`src/include/soc_bus_consts.svh`:
```
`ifndef SOC_BUS_CONSTS_SVH
`define SOC_BUS_CONSTS_SVH

// on-chip RAM window, base aligned to its own size
`define RAM_BASE            64'h0000_0000_8000_0000
`define RAM_WORDS           2048

// PLIC register map, context 0 addresses
`define PLIC_BASE           64'h0000_0000_0c00_0000
`define PLIC_PENDING        64'h0000_0000_0c00_1000
`define PLIC_ENABLE         64'h0000_0000_0c00_2000
`define PLIC_THRESHOLD      64'h0000_0000_0c20_0000
`define PLIC_CLAIM          64'h0000_0000_0c20_0004

// distance from context 0 to context 1
`define PLIC_ENABLE_STRIDE  64'h0000_0000_0000_0080
`define PLIC_CTX_STRIDE     64'h0000_0000_0000_1000

// source ids run from 1 to NUM_SOURCES, id 0 means none
`define NUM_SOURCES         5
`define NUM_CTX             2
`define PRIO_W              3

// machine timer
`define MTIME_ADDR          64'h0000_0000_0200_bff8
`define MTIMECMP_ADDR       64'h0000_0000_0200_4000
`define MTIMECMP_RESET      64'h0000_0000_8000_0000

// flush addresses, acknowledged only
`define TLB_ADDR            64'h0000_0000_1000_1000
`define CACHEI_ADDR         64'h0000_0000_1000_1008

`endif

```
`src/hdl/soc_bus_pkg.sv`:
```
package soc_bus_pkg;

    // load/store width, bit 2 marks the zero-extending loads
    typedef enum logic [2:0] {
        LS_B  = 3'b000,
        LS_H  = 3'b001,
        LS_W  = 3'b010,
        LS_D  = 3'b011,
        LS_BU = 3'b100,
        LS_HU = 3'b101,
        LS_WU = 3'b110
    } ls_type_e;

    typedef struct packed {
        logic [63:0] addr;
        logic [63:0] wdata;
        ls_type_e    ls_type;
        logic        read;
        logic        write;
    } bus_req_t;

    // one-hot region plus the decoded PLIC context and priority id
    typedef struct packed {
        logic       ram;
        logic       plic_prio;
        logic       plic_pend;
        logic       plic_en;
        logic       plic_thr;
        logic       plic_claim;
        logic       mtime;
        logic       mtimecmp;
        logic       ack_only;
        logic       unmapped;
        logic       ctx;
        logic [4:0] prio_id;
    } region_sel_t;

    typedef struct packed {
        logic        en_wr;
        logic        thr_wr;
        logic        claim_rd;
        logic [31:0] data;
    } plic_wr_t;

endpackage

```
`src/hdl/plic_context.sv`:
```
`timescale 1ns/1ps
`include "soc_bus_consts.svh"

module plic_context (
    input  logic                                     CLOCK_50,
    input  logic                                     KEY0,
    input  soc_bus_pkg::plic_wr_t                    wr,
    input  logic [31:0]                              pending,
    input  logic [`NUM_SOURCES:1][`PRIO_W-1:0]       prio,
    output logic [31:0]                              enable,
    output logic [`PRIO_W-1:0]                       threshold,
    output logic [31:0]                              claim_id,
    output logic                                     irq
);

    logic [`PRIO_W-1:0] best_prio;

    always_ff @(posedge CLOCK_50 or negedge KEY0) begin
        if (!KEY0) begin
            enable    <= '0;
            threshold <= '0;
        end else begin
            if (wr.en_wr) begin
                enable <= wr.data;
            end
            if (wr.thr_wr) begin
                threshold <= wr.data[`PRIO_W-1:0];
            end
        end
    end

    // strict compare, so a tie keeps the lower id
    always_comb begin
        best_prio = threshold;
        claim_id  = '0;
        for (int i = 1; i <= `NUM_SOURCES; i++) begin
            if (pending[i] && enable[i] && (prio[i] > best_prio)) begin
                best_prio = prio[i];
                claim_id  = 32'(i);
            end
        end
    end

    assign irq = (claim_id != '0);

endmodule

```
`src/hdl/plic_core.sv`:
```
`timescale 1ns/1ps
`include "soc_bus_consts.svh"

module plic_core (
    input  logic                                    CLOCK_50,
    input  logic                                    KEY0,
    // bit n is source id n
    input  logic [`NUM_SOURCES:1]                   irq_lines,
    input  soc_bus_pkg::bus_req_t                   busy_req,
    input  soc_bus_pkg::region_sel_t                sel,
    input  soc_bus_pkg::plic_wr_t [`NUM_CTX-1:0]    ctx_wr,
    output logic [31:0]                             pend,
    output logic [`PRIO_W-1:0]                      prio_rd,
    output logic [`NUM_CTX-1:0][31:0]               ctx_enable,
    output logic [`NUM_CTX-1:0][`PRIO_W-1:0]        ctx_threshold,
    output logic [`NUM_CTX-1:0][31:0]               ctx_claim,
    output logic                                    meip,
    output logic                                    seip
);

    logic [`NUM_SOURCES:1][`PRIO_W-1:0] prio_q;
    logic [`NUM_SOURCES:1]              pend_q;
    logic [`NUM_SOURCES:1]              line_q;
    logic [`NUM_SOURCES:1]              line_qq;
    logic [`NUM_SOURCES:1]              clr;
    logic [`NUM_CTX-1:0]                irq_vec;
    logic                               id_ok;

    assign id_ok   = (sel.prio_id != 5'd0) && (sel.prio_id <= 5'(`NUM_SOURCES));
    assign prio_rd = id_ok ? prio_q[sel.prio_id] : '0;
    assign pend    = {{(31 - `NUM_SOURCES){1'b0}}, pend_q, 1'b0};

    // a claim read drops the id it returns
    always_comb begin
        clr = '0;
        for (int c = 0; c < `NUM_CTX; c++) begin
            for (int i = 1; i <= `NUM_SOURCES; i++) begin
                if (ctx_wr[c].claim_rd && (ctx_claim[c] == 32'(i))) begin
                    clr[i] = 1'b1;
                end
            end
        end
    end

    always_ff @(posedge CLOCK_50 or negedge KEY0) begin
        if (!KEY0) begin
            prio_q  <= '0;
            pend_q  <= '0;
            line_q  <= '0;
            line_qq <= '0;
        end else begin
            line_q  <= irq_lines;
            line_qq <= line_q;
            // rising edge sets pending two cycles after the line rises
            pend_q  <= (pend_q & ~clr) | (line_q & ~line_qq);
            // held request rewrites the same value until the next access
            if (busy_req.write && sel.plic_prio && id_ok) begin
                prio_q[sel.prio_id] <= busy_req.wdata[`PRIO_W-1:0];
            end
        end
    end

    for (genvar c = 0; c < `NUM_CTX; c++) begin : g_ctx
        plic_context plic_context_i (
            .CLOCK_50  (CLOCK_50),
            .KEY0      (KEY0),
            .wr        (ctx_wr[c]),
            .pending   (pend),
            .prio      (prio_q),
            .enable    (ctx_enable[c]),
            .threshold (ctx_threshold[c]),
            .claim_id  (ctx_claim[c]),
            .irq       (irq_vec[c])
        );
    end

    // context 0 is hart 0 M-mode, context 1 is hart 0 S-mode
    assign meip = irq_vec[0];
    assign seip = irq_vec[1];

endmodule

```
`config.mk`:
```
export PLATFORM = sky130hd
export DESIGN_NAME = plic_core
export DESIGN_NICKNAME = d
export VERILOG_FILES = /design/src/hdl/soc_bus_pkg.sv /design/src/hdl/plic_context.sv /design/src/hdl/plic_core.sv
export VERILOG_INCLUDE_DIRS = /design/src /design/src/include
export SDC_FILE = /design/constraint.sdc
export NUM_CORES = 1
export LEC_CHECK = 0
export BUFFER_PORTS_ARGS = -buffer_cell sky130_fd_sc_hd__buf_2
export CAP_MARGIN = 20
export CORE_AREA = 2 2 156 158
export DETAILED_ROUTE_END_ITERATION = 7
export DIE_AREA = 0 0 158 160
export PLACE_DENSITY = 0.6
export SYNTH_ARGS = -nofsm -noshare
export SYNTH_HDL_FRONTEND = slang
export SYNTH_SLANG_ARGS = --single-unit
export TNS_END_PERCENT = 50
```
`constraint.sdc`:
```
create_clock -name CLOCK_50 -period 10.29 [get_ports CLOCK_50]
set_input_delay 2.058 -clock CLOCK_50 [delete_from_list [all_inputs] [get_ports CLOCK_50]]
set_output_delay 2.058 -clock CLOCK_50 [all_outputs]
set_load 0.05 [all_outputs]
```
==> results.py, run 1 <==
metrics = {
    "cts": {
        "postCtsHoldBufs": 0,
        "cts_buffers": 9,
        "cts_tree": "built",
        "h-tree-depth": 3,
        "clockBufferDepth": 2,
        "clock_latency_ns": 0.35,
        "cts.sinks": 100,
        "clk_pin_slew_worst_paths_ns": 0.07,
        "clk_root_buffer_cell": "clkbuf_16",
    },
    "detailed_routing": {
        "drt-initial-drc-count": 237,
        "drtAntennaViolNets": 0,
        "wl_per_cell_um": 15.0,
        "vias_per_cell": 4.16,
        "firstDrtPassIters": 4,
        "drcViolationCount": 0,
        "dr_total_vias": 4309,
        "drt_wl_total_mm": 15.5,
    },
    "logic_synthesis": {
        "synth_enable_flop_cells": 0,
        "synthDistinctLibCells": 57,
        "post-synth-top-count-cell": "dfrtp_1",
        "ys_seq_area_share_pct": 43.4,
        "synthCells": 528,
        "synthTopCellsByArea": "dfrtp_1 (43%), mux2_2 (16%), buf_4 (11%)",
        "yosys_warnings": 0,
        "synthTopCellsByCount": "dfrtp_1 (100), buf_4 (85), mux2_2 (81), nand2_1 (31), o21ai_0 (27)",
        "synth_top_area_cell": "dfrtp_1",
        "synthFlopType": "dfrtp_1",
        "syn_avg_cell_area_um2": 10.9,
        "ys_ff_latch": 100,
        "synthesis.area_um2": 5760,
        "synth_top_area_share_pct": 43.4,
        "postSynth.asyncResetShare_pct": 100,
    },
    "power": {
        "internal-power_uw": 848,
        "combPwrFrac_pct": 47.7,
        "pwr-share-seq_pct": 31.2,
        "power_density_nw_per_um2": 225,
        "power_switching_uw": 731,
        "power.share.switching_pct": 46.3,
        "ir_drop_mv": 0.0938,
        "power.leakage_uw": 0.00339,
        "power_uw": 1580,
        "p_clk_share_pct": 21.1,
    },
    "die": {
        "rows": 57,
        "start_util_pct": 24.2,
        "dieArea_um2": 25300,
        "core_area_um2": 23800,
        "die_w_um": 158,
        "fp.dieH_um": 160,
        "io_pins": 397,
    },
    "critical_path": {
        "cpMostUsedCell": "ha_1",
        "r2r_start": "g_ctx[0].plic_context_i.threshold[1]",
        "critPathKind": "flip-flop to output pin",
        "cp-start-kind": "flip-flop",
        "end_kind": "output pin",
        "slowest_delay_ns": 0.40,
        "critPathSlowestCell": "dfrtp_1",
        "worstPathRequired_ns": 8.23,
        "startpoint": "g_ctx[0].plic_context_i.threshold[1]",
        "arrival_ns": 7.72,
        "worstPathMaxFanout": 5,
    },
    "global_route": {
        "grt_start_max_net_pins": 56,
        "grt_pass1_vias": 4292,
        "grt-ovfl-total": 0,
        "grt_usage_pct": 12.4,
        "grt_pass1_wl_mm": 24.0,
        "antenna_found_initial": 6,
    },
    "min_path": {
        "hold_class": "flip-flop to flip-flop",
        "min_from": "line_q[4]",
    },
    "placement": {
        "place_hpwl_mm": 12.5,
        "portBuffers": 172,
        "place_inst": 1015,
        "gp_congestion": 0.813,
    },
    "final_layout": {
        "final_layout_size_suffix_gt1_share_pct": 42.9,
        "nets": 951,
        "area_delta_synth_final_pct": 22.0,
        "final_cells": 1035,
    },
    "timing": {
        "relSlewSlack_pct": 43.6,
        "finalHoldViolations": 0,
        "worstMarginPinSlew_ns": 0.846,
        "skew_ns": 0.00965,
        "setup_viol": 0,
        "slew_viol_final": 0,
        "fmax_mhz": 102,
        "period_needed_ns": 9.78,
        "fin_crit_sh_pct": 95.0,
    },
    "outcome": {
        "outcome": "finished clean",
    },
    "job": {
        "maxCapViolCount": 0,
    },
}
cells by family after synthesis:
family | after synthesis | synth area share (%)
buffers and inverters | 127 | 13.8
DFF | 100 | 43.4
and+or+nand+nor | 97 | 8.55
AOI/OAI and AO/OA | 91 | 11.6
muxes | 90 | 17.8
adders and majority gates | 22 | 4.78
other | 1 | 0.0651
sequential cells by signal, summed over array words and instances, names as in the netlist:
name and count:
line_qq 5, prio_q 15, g_ctx.plic_context_i.threshold 6, pend_q 5
g_ctx.plic_context_i.enable 64, line_q 5
cell usage in the layout (no fill, tap or decap), types with 2 or more instances in the layout:
cell / n
nand2_1: 31
nor2b_4: 2
nor3_1: 7
a32o_1: 2
nor2b_1: 3
o21ai_1: 4
mux2_4: 4
nor2_1: 21
inv_6: 4
o311ai_4: 2
ha_1: 22
o311a_2: 2
a31oi_1: 2
buf_2: 170
a211oi_1: 5
clkbuf_16: 9
inv_1: 25
conb_1: 85
dfrtp_1: 100
o221ai_1: 2
and2_1: 3
buf_4: 12
nand3_1: 16
o21a_1: 3
a31oi_2: 2
mux2i_1: 4
a21oi_1: 17
o21ai_0: 27
nand4_1: 5
diode_2: 3
a21o_1: 3
o2111ai_1: 2
mux2_2: 81
power groups by stage:
stage	Sequential [uW]	Clock, uW	Combinational, uW
detailed placement	500	0	748
global route	500	360	815
CTS	493	346	750
global placement	498	0	737
floorplan	612	0	465
finish	492	333	754
repair_timing:
action,CTS,global route
setup endpoints to repair,0,3
gates resized for setup,0,4
buffers inserted,0,1
worst max-delay path, delay by kind of cell, from the launching register on:
family                     cells  cell delay, ns
DFF                            1            0.40
muxes                          2            0.71
buffers and inverters          3            0.42
adders and majority gates      5            1.61
AOI/OAI and AO/OA             14            2.60
and+or+nand+nor               10            1.62
final cells by class:
type | count | area, um^2
tap | 324 | 405
fill | 2497 | 16800
multi-input combinational | 385 | 2790
sequential | 100 | 2500
timing repair buffer | 182 | 941
antenna | 3 | 7.51
clock inverter | 6 | 51.3
clock buffer | 10 | 239
inverter | 25 | 93.8
metrics by stage:
step                hold WS [ns]  util (%)  setup slack, ns  area, um^2  TNS, ns
floorplan                  0.354         -            0.237        6080        0
global placement           0.360      28.2            0.714        6710        0
detailed placement         0.363      28.2            0.652        6710        0
CTS                        0.379      29.4            0.233        7000        0
global route               0.406      29.5          -0.0695        7030  -0.0762
finish                     0.380      29.5            0.511        7030        0
path summary, 6_finish.rpt:
| kind | to | slack (ns) | cells past startpoint |
|---|---|---|---|
| min in group asynchronous | g_ctx[1].plic_context_i.enable[31] | 1.71 | 1 |
| worst max register to register | pend_q[2] | 2.70 | 36 |
| worst min register to register | line_qq[4] | 0.38 | 0 |
| max in group asynchronous | prio_q[1] | 7.44 | 2 |
| worst min-delay path | line_qq[4] | 0.38 | 0 |
| worst max-delay path | ctx_claim[1] | 0.51 | 34 |
layer usage:
| layer | GRT usage [%] | wire, um |
|---|---|---|
| met1 | 16.3 | 6980 |
| met2 | 18.9 | 6850 |
| met3 | 4.64 | 1440 |
| met4 | 3.56 | 204 |
| met5 | 0 | 55 |
Note: power is estimated with default switching activity, not from simulation.
==> run 2: changes to the inputs <==
- ABC_AREA: unset -> 1
- CORE_AREA: 2 2 156 158 -> 2 2 154 156
- DIE_AREA: 0 0 158 160 -> 0 0 156 158
==> results.py, run 2 <==
metrics = {
    "outcome": {
        "outcome": "finished clean",
    },
    "critical_path": {
        "critPathSlowestCell": "dfrtp_1",
        "arrival_ns": 6.74,
        "r2r_start": "prio_q[2]",
        "end_kind": "output pin",
        "r2r_slack_ns": 3.91,
        "worstPathRequired_ns": 8.23,
        "r2r_cells": 35,
        "crit_family": "simple AND/OR/NAND/NOR gates",
        "slowest_delay_ns": 0.49,
        "cp-start-kind": "flip-flop",
        "crit_buf_inv": 3,
        "worstPathMaxFanout": 10,
        "critPathKind": "flip-flop to output pin",
        "r2r-end": "pend_q[3]",
    },
    "detailed_routing": {
        "dr_total_vias": 4357,
        "drcViolationCount": 0,
        "top_layer_used": "met5",
        "firstDrtPassIters": 4,
        "drt-initial-drc-count": 225,
        "met2_length_mm": 7.36,
        "drt_wl_total_mm": 15.3,
        "wl_per_cell_um": 14.7,
        "wl_met3_mm": 1.52,
        "drtAntennaViolNets": 0,
        "wl_met1_mm": 6.27,
        "vias_per_cell": 4.19,
    },
    "timing": {
        "fin_crit_sh_pct": 85.5,
        "setup_viol": 0,
        "slew_viol_final": 0,
        "skew_ns": 0.0132,
        "fmax_mhz": 114,
        "finalHoldViolations": 0,
        "fin_ws_ns": 1.49,
        "worstMarginPinSlew_ns": 0.909,
        "relSlewSlack_pct": 39.4,
        "period_needed_ns": 8.80,
        "rsz0062_at_grt": "false",
        "finalSetupTns_ns": 0,
    },
    "logic_synthesis": {
        "ys_ff_latch": 100,
        "synthTopCellsByArea": "dfrtp_1 (45%), mux2_2 (13%), buf_4 (11%)",
        "synthFlopType": "dfrtp_1",
        "synthDistinctLibCells": 30,
        "synth_top_area_cell": "dfrtp_1",
        "post-synth-top-count-cell": "dfrtp_1",
        "synthCells": 570,
        "yosys_warnings": 0,
        "synth_top_area_share_pct": 44.7,
        "postSynth.asyncResetShare_pct": 100,
        "synthTopCellsByCount": "dfrtp_1 (100), buf_4 (85), nand2_1 (82), mux2_2 (64), o21ai_0 (44)",
        "syn_avg_cell_area_um2": 9.83,
        "synthesis.area_um2": 5600,
        "synth_enable_flop_cells": 0,
        "ys_seq_area_share_pct": 44.7,
    },
    "placement": {
        "place_hpwl_mm": 12.0,
        "dp_slack_ns": 1.91,
        "portBuffers": 172,
        "gp_congestion": 0.838,
    },
    "cts": {
        "clk_pin_slew_worst_paths_ns": 0.08,
        "h-tree-depth": 3,
        "clockBufferDepth": 2,
        "clock_latency_ns": 0.36,
        "post_cts_resized": 0,
        "cts.sinks": 100,
        "cts_buffers": 9,
        "cts_tree": "built",
        "cts_setup_buffers": 0,
        "clk_root_buffer_cell": "clkbuf_16",
        "postCtsHoldBufs": 0,
    },
    "die": {
        "start_util_pct": 24.3,
        "io_pins": 397,
        "die_w_um": 156,
        "core_area_um2": 23100,
        "fp.dieH_um": 158,
        "dieArea_um2": 24600,
        "rows": 56,
    },
    "final_layout": {
        "largest_register": "g_ctx.plic_context_i.enable",
        "final_common_cell": "buf_2",
        "nets": 992,
        "final_cell_mix": "buf_2 (171), dfrtp_1 (100), conb_1 (85)",
        "final_layout_size_suffix_gt1_share_pct": 38.7,
        "reg_top3": "g_ctx.plic_context_i.enable: 64 flops, prio_q: 15 flops, g_ctx.plic_context_i.threshold: 6 flops",
        "area_delta_synth_final_pct": 20.9,
        "n_fill_cell": 2405,
        "largest_register_ffs": 64,
        "antenna_cells": 0,
    },
    "global_route": {
        "grt-ovfl-total": 0,
        "antenna_found_initial": 2,
        "grt_usage_pct": 12.5,
        "grt_pass1_wl_mm": 23.3,
        "grt_pass1_vias": 4216,
        "grt_start_max_net_pins": 56,
    },
    "min_path": {
        "min_from": "line_q[4]",
        "hold_class": "flip-flop to flip-flop",
        "min_to": "line_qq[4]",
        "min_path_cells": 0,
    },
    "power": {
        "power.leakage_uw": 0.00349,
        "ir_drop_mv": 0.0890,
        "power_density_nw_per_um2": 198,
    },
    "job": {
        "maxCapViolCount": 0,
    },
}
-- run 2: cell count changes in the layout (fill, tap and decap cells not counted), moves of 5 or more --
cell,change
a211oi_1,-5
buf_4,-10
nand3_1,+15
nand2_4,+11
inv_1,+15
nand2_1,+51
mux2_2,-17
inv_2,+5
nand2_2,+7
o21ai_0,+17
-- run 2: worst max-delay path by stage --
stage                          endpoint  slack (ns)  depth (start not counted)                                  from
final                              seip        1.49                         34                             prio_q[2]
after global placement             meip        1.99                         34                             prio_q[2]
after CTS                 ctx_claim[33]        1.49                         32                             prio_q[2]
after floorplan           ctx_claim[33]        1.76                         33  g_ctx[1].plic_context_i.threshold[2]
after detailed placement  ctx_claim[33]        1.91                         32                             prio_q[2]
after global routing               seip        0.77                         34                             prio_q[2]
-- run 2: cell families (layout without fill, tap and decap cells) --
family | after synthesis | in the layout | synth area share (%)
and+or+nand+nor | 165 | 165 | 14.5
buffers and inverters | 141 | 236 | 15.2
DFF | 100 | 100 | 44.7
AOI/OAI and AO/OA | 77 | 77 | 7.79
muxes | 64 | 64 | 12.9
adders and majority gates | 22 | 22 | 4.91
other | 1 | 85 | 0.0669
-- run 2: stage by stage --
stage	hold WS, ns	instance area [um^2]	util (%)	cells	power (uW)
4_1_cts	0.385	6780	29.4	1039	1370
6_report	0.379	6780	29.4	1039	1340
3_3_place_gp	0.360	6480	28.1	1023	1010
3_5_place_dp	0.367	6480	28.1	1023	1010
5_1_grt	0.403	6780	29.4	1039	1420
2_1_floorplan	0.354	5920	-	654	903
-- run 2: area by class of cell --
cell class              count  area [um^2]  area share [%]
multi-input cells         413         2570            37.9
flip-flops and latches    100         2500            36.9
clock buffers               9          225            3.32
repair buffers            173          871            12.9
well taps                 290          363            5.36
inverters                  47          176            2.60
clock inverters             7         71.3            1.05
-- run 2: power breakdown --
part | internal [uW] | total (uW) | switching [uW]
clock | 171 | 342 | 171
sequential | 432 | 466 | 33.3
combinational | 129 | 537 | 407
total | 733 | 1340 | 612
-- run 2: metal layers --
metal  GRT usage, %  vias up
li1               -     2082
met1           14.5     2045
met2           21.5      216
met3           4.98       10
met4           3.41        4
met5              0        -
