`src/include/soc_bus_consts.svh`:
```
`ifndef SOC_BUS_CONSTS_SVH
`define SOC_BUS_CONSTS_SVH

// on-chip RAM window, base aligned to its own size
`define RAM_BASE            64'h0000_0000_8000_0000
`define RAM_WORDS           2048

// PLIC register map, context 0 addresses
`define PLIC_BASE           64'h0000_0000_0c00_0000
`define PLIC_PENDING        64'h0000_0000_0c00_1000
`define PLIC_ENABLE         64'h0000_0000_0c00_2000
`define PLIC_THRESHOLD      64'h0000_0000_0c20_0000
`define PLIC_CLAIM          64'h0000_0000_0c20_0004

// distance from context 0 to context 1
`define PLIC_ENABLE_STRIDE  64'h0000_0000_0000_0080
`define PLIC_CTX_STRIDE     64'h0000_0000_0000_1000

// source ids run from 1 to NUM_SOURCES, id 0 means none
`define NUM_SOURCES         5
`define NUM_CTX             2
`define PRIO_W              3

// machine timer
`define MTIME_ADDR          64'h0000_0000_0200_bff8
`define MTIMECMP_ADDR       64'h0000_0000_0200_4000
`define MTIMECMP_RESET      64'h0000_0000_8000_0000

// flush addresses, acknowledged only
`define TLB_ADDR            64'h0000_0000_1000_1000
`define CACHEI_ADDR         64'h0000_0000_1000_1008

`endif

```
`src/hdl/soc_bus_pkg.sv`:
```
package soc_bus_pkg;

    // load/store width, bit 2 marks the zero-extending loads
    typedef enum logic [2:0] {
        LS_B  = 3'b000,
        LS_H  = 3'b001,
        LS_W  = 3'b010,
        LS_D  = 3'b011,
        LS_BU = 3'b100,
        LS_HU = 3'b101,
        LS_WU = 3'b110
    } ls_type_e;

    typedef struct packed {
        logic [63:0] addr;
        logic [63:0] wdata;
        ls_type_e    ls_type;
        logic        read;
        logic        write;
    } bus_req_t;

    // one-hot region plus the decoded PLIC context and priority id
    typedef struct packed {
        logic       ram;
        logic       plic_prio;
        logic       plic_pend;
        logic       plic_en;
        logic       plic_thr;
        logic       plic_claim;
        logic       mtime;
        logic       mtimecmp;
        logic       ack_only;
        logic       unmapped;
        logic       ctx;
        logic [4:0] prio_id;
    } region_sel_t;

    typedef struct packed {
        logic        en_wr;
        logic        thr_wr;
        logic        claim_rd;
        logic [31:0] data;
    } plic_wr_t;

endpackage

```
`src/hdl/bus_decoder.sv`:
```
`timescale 1ns/1ps
`include "soc_bus_consts.svh"

module bus_decoder (
    input  logic                                   CLOCK_50,
    input  logic                                   KEY0,
    input  soc_bus_pkg::bus_req_t                  req,
    output soc_bus_pkg::bus_req_t                  busy_req,
    output soc_bus_pkg::region_sel_t               sel,
    output soc_bus_pkg::plic_wr_t [`NUM_CTX-1:0]   ctx_wr,
    output logic                                   active
);

    soc_bus_pkg::region_sel_t dec;
    logic [63:0]              a;
    logic                     pulse;
    logic                     extra_step;

    assign a     = req.addr;
    assign pulse = req.read || req.write;

    always_comb begin
        dec            = '0;
        dec.ram        = (a >= `RAM_BASE) && (a < `RAM_BASE + 64'(`RAM_WORDS * 4));
        // 32 priority words, one per id
        dec.plic_prio  = (a >= `PLIC_BASE) && (a < `PLIC_BASE + 64'h80);
        dec.plic_pend  = (a == `PLIC_PENDING);
        dec.plic_en    = (a == `PLIC_ENABLE) || (a == `PLIC_ENABLE + `PLIC_ENABLE_STRIDE);
        dec.plic_thr   = (a == `PLIC_THRESHOLD) || (a == `PLIC_THRESHOLD + `PLIC_CTX_STRIDE);
        dec.plic_claim = (a == `PLIC_CLAIM) || (a == `PLIC_CLAIM + `PLIC_CTX_STRIDE);
        dec.mtime      = (a == `MTIME_ADDR);
        dec.mtimecmp   = (a == `MTIMECMP_ADDR);
        dec.ack_only   = (a == `TLB_ADDR) || (a == `CACHEI_ADDR);
        dec.unmapped   = !(dec.ram || dec.plic_prio || dec.plic_pend || dec.plic_en ||
                           dec.plic_thr || dec.plic_claim || dec.mtime || dec.mtimecmp ||
                           dec.ack_only);
        // context 1 sits one stride above context 0
        dec.ctx        = (a == `PLIC_ENABLE + `PLIC_ENABLE_STRIDE) ||
                         (a == `PLIC_THRESHOLD + `PLIC_CTX_STRIDE) ||
                         (a == `PLIC_CLAIM + `PLIC_CTX_STRIDE);
        dec.prio_id    = a[6:2];
    end

    always_ff @(posedge CLOCK_50 or negedge KEY0) begin
        if (!KEY0) begin
            busy_req   <= '0;
            sel        <= '0;
            ctx_wr     <= '0;
            active     <= 1'b0;
            extra_step <= 1'b0;
        end else begin
            // strobes follow the pulse, so they last one cycle
            for (int c = 0; c < `NUM_CTX; c++) begin
                ctx_wr[c].en_wr    <= req.write && dec.plic_en && (dec.ctx == 1'(c));
                ctx_wr[c].thr_wr   <= req.write && dec.plic_thr && (dec.ctx == 1'(c));
                ctx_wr[c].claim_rd <= req.read && dec.plic_claim && (dec.ctx == 1'(c));
                ctx_wr[c].data     <= req.wdata[31:0];
            end
            if (pulse) begin
                busy_req   <= req;
                sel        <= dec;
                active     <= 1'b1;
                // RAM doubleword needs a second step
                extra_step <= dec.ram && (req.ls_type == soc_bus_pkg::LS_D);
            end else if (extra_step) begin
                extra_step <= 1'b0;
            end else begin
                active <= 1'b0;
            end
        end
    end

endmodule

```
`config.mk`:
```
export PLATFORM = sky130hd
export DESIGN_NAME = bus_decoder
export DESIGN_NICKNAME = d
export VERILOG_FILES = /design/src/hdl/soc_bus_pkg.sv /design/src/hdl/bus_decoder.sv
export VERILOG_INCLUDE_DIRS = /design/src /design/src/include
export SDC_FILE = /design/constraint.sdc
export NUM_CORES = 1
export LEC_CHECK = 0
export BUFFER_PORTS_ARGS = -buffer_cell sky130_fd_sc_hd__buf_2
export CAP_MARGIN = 15
export CORE_MARGIN = 4
export CORE_UTILIZATION = 35
export DETAILED_ROUTE_END_ITERATION = 16
export GPL_TIMING_DRIVEN = 0
export SLEW_MARGIN = 20
export SYNTH_ARGS = -nofsm -noshare
export SYNTH_HDL_FRONTEND = slang
export SYNTH_SLANG_ARGS = --single-unit
```
`constraint.sdc`:
```
create_clock -name CLOCK_50 -period 1 [get_ports CLOCK_50]
set_clock_uncertainty 0.2 [all_clocks]
set_input_delay 0 -clock CLOCK_50 [delete_from_list [all_inputs] [get_ports CLOCK_50]]
set_output_delay 0 -clock CLOCK_50 [all_outputs]
set_load 0.02 [all_outputs]
```
==> flow_summary.yaml, run 1 <==
sta:
  finalHoldViolCount: 235
  layout_setup_ws_ps: -665
  holdWs_ps: -639
  fin_crit_sh_pct: 167
  slew_headroom_pct: 52.1
  timing.fmax_mhz: 600
  tightest_slew_ps: 718
  fin_tns_setup_ps: -105740
  setup_viol: 369
  fin_crit_ps: 1670
  rsz0062_at_grt: "true"
  slew_viol_final: 0
cells_and_area:
  stdcell_count: 1612
  final_common_cell: "nand2_1"
  drive_gt1_share_pct: 44.9
  syn2layout_area_growth_pct: 91.4
  nets: 1463
  final_cell_mix: "nand2_1, buf_6, dfrtp_1"
critical_path:
  cp.arrival_ps: 1760
  critPathLaunchType: "input port"
  required_ps: 1090
  cp_max_fo: 2
  endpoint: "sel[6]"
  ff2ff_path_depth: 4
  regToRegEndpoint: "busy_req[11]"
  crit_path_end_kind: "flop"
  r2r_slack_ps: -140
  startpoint: "req[70]"
  r2r_start: "busy_req[11]"
  crit_type: "input port to flop"
flow_run:
  cap_violations: 0
yosys:
  ys_top_cells_by_area: "dfrtp_1, nand2_1, buf_4"
  synth.top_cell.area_share_pct: 64.3
  synth_cells: 753
  syn_avg_cell_area_um2: 9.51
  ys_seq_area_share_pct: 64.3
  syn-cell-area_um2: 7160
  ys_seq_elements: 184
  yosys.area.top_type: "dfrtp_1"
  synth-edff-count: 0
  ys_types: 38
  async_flop_share_pct: 100
  synth_fp_nets: 888
  ys_warn_count: 0
  synth_flop_cell: "dfrtp_1"
route:
  wire_per_inst_um: 18.2
  antenna_left: 0
  drc_errors: 0
  vias_per_cell: 4.70
  vias: 7570
  drtIter0Drc: 313
  drt_first_pass_iters: 4
  routed_wirelength_um: 29400
placed_design:
  hpwl_um: 18100
  dp_cells: 1377
  gp_congestion: 0.842
  portBuffers: 353
floorplan:
  start_util_pct: 35.5
  die_w_um: 151
  num_io_pins: 355
  die_area_um2: 22800
  dieHeight_um: 151
  fp-row-count: 52
  coreArea_um2: 20200
power:
  power_density_nw_per_um2: 1430
  vdd_drop_max_uv: 1110
  leakagePower_nw: 7.02
clocking:
  htreeDepth: 4
  clock_latency_ps: 420
  clk_path_buf_depth: 2
  clockRootBuffer: "clkbuf_16"
  cts_sinks: 184
  cts_made_buffers: 17
  clk_pin_slew_worst_paths_ps: 80
  cts_tree: "yes"
status:
  status: "complete, but fails checks"
  failed_checks: "negative hold slack, negative setup slack"
grt:
  antenna_found_initial: 2
  grt_pass1_wl_um: 41500
  grt_pass1_vias: 7668
  grt_max_degree: 95
  grt_use_total_pct: 23.7
  grt_overflow: 0
worst_hold_path:
  holdCritPathClass: "input port to asynchronous set/reset pin"
==> worst min path at each step <==
| stage | startpoint | endpoint | slack [ps] |
|---|---|---|---|
| 4_1_cts | KEY0 | ctx_wr[66] | -600 |
| 6_report | KEY0 | busy_req[32] | -640 |
| 3_3_place_gp | req[9] | ctx_wr[39] | -80 |
| 5_1_grt | KEY0 | busy_req[32] | -590 |
| 2_1_floorplan | KEY0 | active | -500 |
| 3_5_place_dp | KEY0 | ctx_wr[66] | -130 |
==> power by group <==
part	internal [mW]	leakage (nW)	switching [mW]
sequential	7.96	2.21	0.453
combinational	2.39	4.54	2.25
clock	3.29	0.268	3.22
==> registers in the layout, indices dropped and copies added, names as in the netlist <==
signal	flops
ctx_wr	38
extra_step	1
busy_req	129
active	1
sel	15
==> synthesized netlist by cell type (2+ instances only) <==
cell type,count
nor2_1,9
nor3b_1,2
nor4_1,13
nand3_1,6
or4_1,4
a31oi_1,2
nand4_1,9
inv_1,3
buf_4,37
nand2_1,409
buf_1,6
or4b_1,2
nor4b_1,4
and4_1,2
o31ai_1,4
o21ai_1,4
clkbuf_1,25
dfrtp_1,184
o41ai_1,2
a21o_1,2
or3_1,4
nor3_1,4
==> metrics by stage <==
step                      setup slack (ps)  power [mW]  cell area [µm²]  utilization, %  hold WS [ps]
final                                 -665        19.6            13700            67.9          -639
after global routing                  -704        20.3            13700            67.9          -592
after CTS                             -715        19.3            13000            64.6          -596
after detailed placement             -1350        11.3             9430            46.8          -131
after global placement               -3360        11.2             9390            46.6         -77.9
after floorplan                      -1020        9.86             7290               -          -496
==> critical path: stages <==
cell	delay [ps]
buf_8	100
or4_4	530
or2_4	250
or4_4	460
a2111oi_4	320
o41ai_2	100
==> final cells by class <==
type                            count  area [µm²]
Tap cell                          270         338
Multi-Input combinational cell    498        2510
Buffer                             68         632
Inverter                            3        11.3
Antenna cell                        2        5.00
Clock buffer                       17         425
Timing Repair Buffer              556        5030
Clock inverter                     14         135
Sequential cell                   184        4610
Fill cell                        1455        6470
==> per-layer routing <==
| layer | global-route usage, % | vias to the layer above | part of all wire (%) | routed length, µm |
|---|---|---|---|---|
| met4 | 9.70 | 2 | 3.9 | 1160 |
| met5 | 0 | - | 0.041 | 12 |
| met3 | 7.78 | 77 | 8.3 | 2440 |
| met1 | 26.1 | 3640 | 36 | 10500 |
| met2 | 41.9 | 334 | 52 | 15300 |
| li1 | - | 3517 | - | - |
==> cells by family after synthesis <==
group,synth area share (%)
AOI/OAI and AO/OA,2.11
buffers and inverters,5.66
muxes,0.157
DFF,64.3
and+or+nand+nor,27.7
==> timing repair <==
action | CTS | global route
hold buffers | 92 | 14
gates resized for setup | 520 | 82
pin swaps | 15 | 15
gates cloned | 1 | 0
hold endpoints to repair | 356 | 155
buffers inserted | 52 | 50
setup endpoints to repair | 340 | 369
Power figures use the tool's default switching activity.
==> run 2: changes to the inputs <==
- clock period: 1 -> 2.1 ns (I/O delays scaled with it)
==> run 2 against run 1 <==
The run ends with negative hold slack left. Wire length shrank 17%. Critical path type unchanged. Critical path depth is the same. Sequential cell count did not move. Global-route usage fell by 2.6 points. Final cell count decreased by 3.0%. Sequential power shrank 53%. Via count decreased by 6.0%. Final area decreased by 16%. Setup slack better by 800 ps. Clock power is 50% lower. Register-to-register slack better by 800 ps. Non-clock buffer count down 48.
==> flow_summary.yaml, run 2 (synthesis gave the netlist of run 1 again) <==
cells_and_area:
  syn2layout_area_growth_pct: 60.5
  reg.largest.list: "busy_req (129), ctx_wr (38), sel (15)"
  nFillCells: 1886
  drive_gt1_share_pct: 33.9
  ff_latch_area_um2: 4600
  largest_reg_flops: 129
  fin_area_um2: 11500
  nets: 1415
  regMostFlops: "busy_req"
  final_cell_mix: "nand2_1, buf_2, dfrtp_1"
  stdcell_count: 1564
  final_common_cell: "nand2_1"
  multi_input_area_um2: 2200
sta:
  finalHoldViolCount: 73
  tightest_slew_ps: 917
  slew_headroom_pct: 38.3
  fin_tns_setup_ps: 0
  rsz0062_at_grt: "false"
  slew_viol_final: 0
  timing.fmax_mhz: 510
  holdWs_ps: -179
  fin_crit_ps: 1960
  fin_crit_sh_pct: 93.4
  setup_viol: 0
critical_path:
  regToRegEndpoint: "busy_req[0]"
  slowest_stage: "dlygate4sd3_1"
  cp_slowest_stage_delay_ps: 660
  r2r_slack_ps: 660
  cp_max_fo: 3
  path_cells: "buf_2, dlygate4sd3_1, nor4b_2, nand3_1, dlygate4sd3_1, o31ai_1"
  critPathMostFrequentCell: "dlygate4sd3_1"
  crit_family: "buffers and inverters"
  critical_path_depth: 6
  critPathLaunchType: "input port"
  cp.arrival_ps: 2100
  ff2ff_path_depth: 2
  crit_path_end_kind: "flop"
  r2r_start: "busy_req[0]"
  crit_buf_inv: 3
  crit_type: "input port to flop"
  required_ps: 2240
grt:
  grt_pass1_vias: 7070
  grt_use_total_pct: 21.0
  antenna_found_initial: 0
  grt_pass1_wl_um: 37100
  grt_overflow: 0
  grt_max_degree: 96
placed_design:
  hpwl_um: 17900
  dpl_cell_area_um2: 9300
  dp_cells: 1377
  portBuffers: 353
  gp_congestion: 0.811
route:
  drt_first_pass_iters: 4
  antenna_left: 0
  vias: 7114
  wire_per_inst_um: 15.5
  drc_errors: 0
  vias_per_cell: 4.55
  drtIter0Drc: 270
  routed_wirelength_um: 24300
clocking:
  clk_path_buf_depth: 2
  cts_made_buffers: 17
  clockRootBuffer: "clkbuf_16"
  clock_latency_ps: 420
  cts_sinks: 184
  cts_tree: "yes"
  clk_pin_slew_worst_paths_ps: 70
  htreeDepth: 4
floorplan:
  fp-row-count: 52
  coreArea_um2: 20200
  num_io_pins: 355
  start_util_pct: 35.5
  die_area_um2: 22800
  dieHeight_um: 151
  die_w_um: 151
power:
  power_density_nw_per_um2: 760
  leakagePower_nw: 6.08
  vdd_drop_max_uv: 537
worst_hold_path:
  worstHoldStart: "req[78]"
  hold_path_end: "sel[8]"
  holdCritPathClass: "input port to flop"
  hold_path_depth: 4
status:
  status: "complete, but fails checks"
  failed_checks: "negative hold slack"
flow_run:
  cap_violations: 0
==> run 2: cell count changes in the layout (fill, tap and decap cells not counted), moves of 4 or more <==
cell,change
buf_4,-58
nor4_1,+9
clkbuf_2,-7
buf_6,-268
dlygate4sd3_1,+50
buf_1,+6
clkbuf_1,+18
nand2_1,+13
buf_8,-4
nand2_2,-11
nor4_4,-8
buf_2,+220
==> run 2: how the worst max path moves through the flow <==
stage	from	endpoint	slack (ps)
finish	req[71]	sel[9]	140
global route	req[110]	extra_step	4
CTS	req[98]	ctx_wr[33]	9
global placement	KEY0	busy_req[100]	-2260
detailed placement	req[85]	extra_step	-530
floorplan	req[72]	sel[6]	20
==> run 2: per-stage QoR <==
stage	total power [mW]	util [%]	worst slack [ps]
after floorplan	4.68	-	23.7
after global placement	5.33	45.9	-2260
after detailed placement	5.36	46.1	-533
after CTS	8.82	56.5	8.68
after global routing	9.16	57.0	4.05
final	8.73	57.0	138
==> run 2: where the power goes <==
part / internal, mW / switching (mW) / total (mW)
Combinational: 0.644 / 0.946 / 1.59
Clock: 1.72 / 1.50 / 3.23
Sequential: 3.79 / 0.129 / 3.92
Total: 6.16 / 2.58 / 8.73
==> run 2: metal layers <==
| layer | wire [µm] | GRT usage (%) |
|---|---|---|
| met2 | 12500 | 37.5 |
| met3 | 1880 | 6.37 |
| met5 | 0 | 0 |
| met4 | 593 | 6.48 |
| met1 | 9340 | 24.3 |
==> run 2: final cells by class <==
cell class	count	share of cell area, %
Sequential cell	184	40.1
Timing Repair Buffer	508	29.1
Multi-Input combinational cell	498	19.2
Clock buffer	18	3.82
Buffer	68	3.44
Tap cell	270	2.94
Clock inverter	14	1.36
Inverter	3	0.0980
Antenna cell	1	0.0218
==> run 2: what timing repair did <==
item,4_1_cts,5_1_grt
setup buffers,0,1
hold buffers,150,3
resized for setup,1,9
endpoints found under the hold margin,367,20
setup endpoints to repair,1,14
pin swaps,0,4
==> run 2: worst register-to-register path: cells and delay by family, from the launching register on <==
kind	cells	cell delay (ps)
buffers and inverters	1	550
flip-flops	1	390
AO/OA/AOI/OAI	1	190
==> run 3: changes to the inputs <==
- clock period: 2.1 -> 2.05 ns (I/O delays scaled with it)
==> run 3 against run 2 <==
The run still ends with negative hold slack left. Combinational power increased by 3%. Clock power increased by 3%. Clock-buffer cell count unchanged. Global-route usage decreased by 0.069 points. Via count increased by 0.14%. Sequential share of layout area decreased by 0.065 points. Power increased by 2.7%. Final cell count about the same. Largest cell class unchanged.
==> flow_summary.yaml, run 3 (synthesis gave the netlist of run 1 again) <==
status:
  status: "complete, but fails checks"
  failed_checks: "negative hold slack"
cells_and_area:
  diodes: 0
  multi_input_area_um2: 2230
  regMostFlops: "busy_req"
  reg.largest.list: "busy_req (129), ctx_wr (38), sel (15)"
  nets: 1415
  fin_util_pct: 57.1
  drive_gt1_share_pct: 34.2
  final_common_cell: "nand2_1"
  syn2layout_area_growth_pct: 60.8
  ff_latch_area_um2: 4600
  nFillCells: 1843
  largest_reg_flops: 129
  final_cell_mix: "nand2_1, buf_2, dfrtp_1"
clocking:
  clk_path_buf_depth: 2
  cts_tree: "yes"
  htreeDepth: 4
  clk_pin_slew_worst_paths_ps: 70
  cts_made_buffers: 17
  clockRootBuffer: "clkbuf_16"
  cts_sinks: 184
  clock_latency_ps: 420
sta:
  holdWs_ps: -173
  fin_crit_sh_pct: 94.2
  rsz0062_at_grt: "true"
  setup_viol: 0
  slew_headroom_pct: 48.3
  fin_crit_ps: 1930
  finalHoldViolCount: 26
  timing.fmax_mhz: 518
  fin_tns_setup_ps: 0
  slew_viol_final: 0
  layout_setup_ws_ps: 119
  tightest_slew_ps: 768
placed_design:
  hpwl_um: 18000
  portBuffers: 353
  gp_congestion: 0.780
  pre_cts_slack_ps: -690
route:
  drc_errors: 0
  vias_per_cell: 4.56
  drt_first_pass_iters: 5
  wire_per_inst_um: 15.9
  routed_wirelength_um: 24900
  antenna_left: 0
  drtIter0Drc: 304
  vias: 7124
power:
  leakagePower_nw: 6.06
  vdd_drop_max_uv: 525
  finalPower_mw: 8.97
  power_density_nw_per_um2: 780
floorplan:
  die_w_um: 151
  dieHeight_um: 151
  fp-row-count: 52
  start_util_pct: 35.5
  die_area_um2: 22800
  num_io_pins: 355
  coreArea_um2: 20200
critical_path:
  crit_type: "input port to flop"
  crit_path_end_kind: "flop"
  required_ps: 2170
  cp.arrival_ps: 2050
  critPathLaunchType: "input port"
  cp_max_fo: 4
grt:
  grt_overflow: 0
  grt_max_degree: 95
  antenna_found_initial: 0
  grt_pass1_wl_um: 36900
  grt_pass1_vias: 6946
  grt_use_total_pct: 21.0
worst_hold_path:
  holdCritPathClass: "input port to flop"
flow_run:
  cap_violations: 0
## run 3: cell count changes in the layout (fill, tap and decap cells not counted), sizes merged
| cell | previous run | this run |
|---|---|---|
| inv | 10 | 12 |
| diode | 1 | 0 |
| buf | 398 | 401 |
| dlygate4sd3 | 153 | 150 |
| clkinv | 5 | 3 |
## run 3: what timing repair did
item | 4_1_cts | 5_1_grt
hold buffers | 143 | 8
cloned | 0 | 0
endpoints found under the hold margin | 353 | 13
setup endpoints to repair | 7 | 13
setup buffers | 2 | 2
gates resized for setup | 2 | 11
pin swaps | 1 | 4
## run 3: path summary, 6_finish.rpt
check                                 start            to  slack [ps]  cells past startpoint
worst max-delay path                req[95]    extra_step         120                      6
worst min-delay path                req[78]        sel[8]        -170                      4
worst max register to register  busy_req[1]   busy_req[1]         620                      2
worst min register to register   extra_step        active         250                      2
max in group asynchronous              KEY0  busy_req[65]         790                      3
min in group asynchronous              KEY0  busy_req[31]         -40                      2
## run 3: cell type report
cell class / count / share of cell area (%)
clock buffers: 18 / 3.82
repair buffers: 508 / 29.0
flip-flops and latches: 184 / 40.0
clock inverters: 14 / 1.29
inverters: 3 / 0.0978
plain buffers: 68 / 3.42
multi-input cells: 498 / 19.4
well taps: 270 / 2.94
## run 3: through the flow
stage               instance area [µm²]  std cells
finish                            11500       1563
detailed placement                 9310       1377
CTS                               11400       1554
global route                      11500       1563
floorplan                          7170        753
global placement                   9280       1376
## run 3: power by group
| part | total [mW] | leakage [nW] | internal [mW] | switching (mW) |
|---|---|---|---|---|
| clock network | 3.32 | 0.290 | 1.77 | 1.55 |
| registers | 4.01 | 2.22 | 3.88 | 0.134 |
| logic | 1.64 | 3.56 | 0.663 | 0.980 |
## run 3: worst max-delay path, stage by stage
cell,delay [ps]
dlygate4sd3_1,530
buf_2,140
nor2_1,100
or4b_1,540
or3_1,460
nor4_4,280
## run 3: per-layer routing
metal	part of all wire, %	GRT usage (%)
met4	2.6	7.12
met3	8.4	6.31
met2	51	36.5
met1	38	24.6
met5	0	0
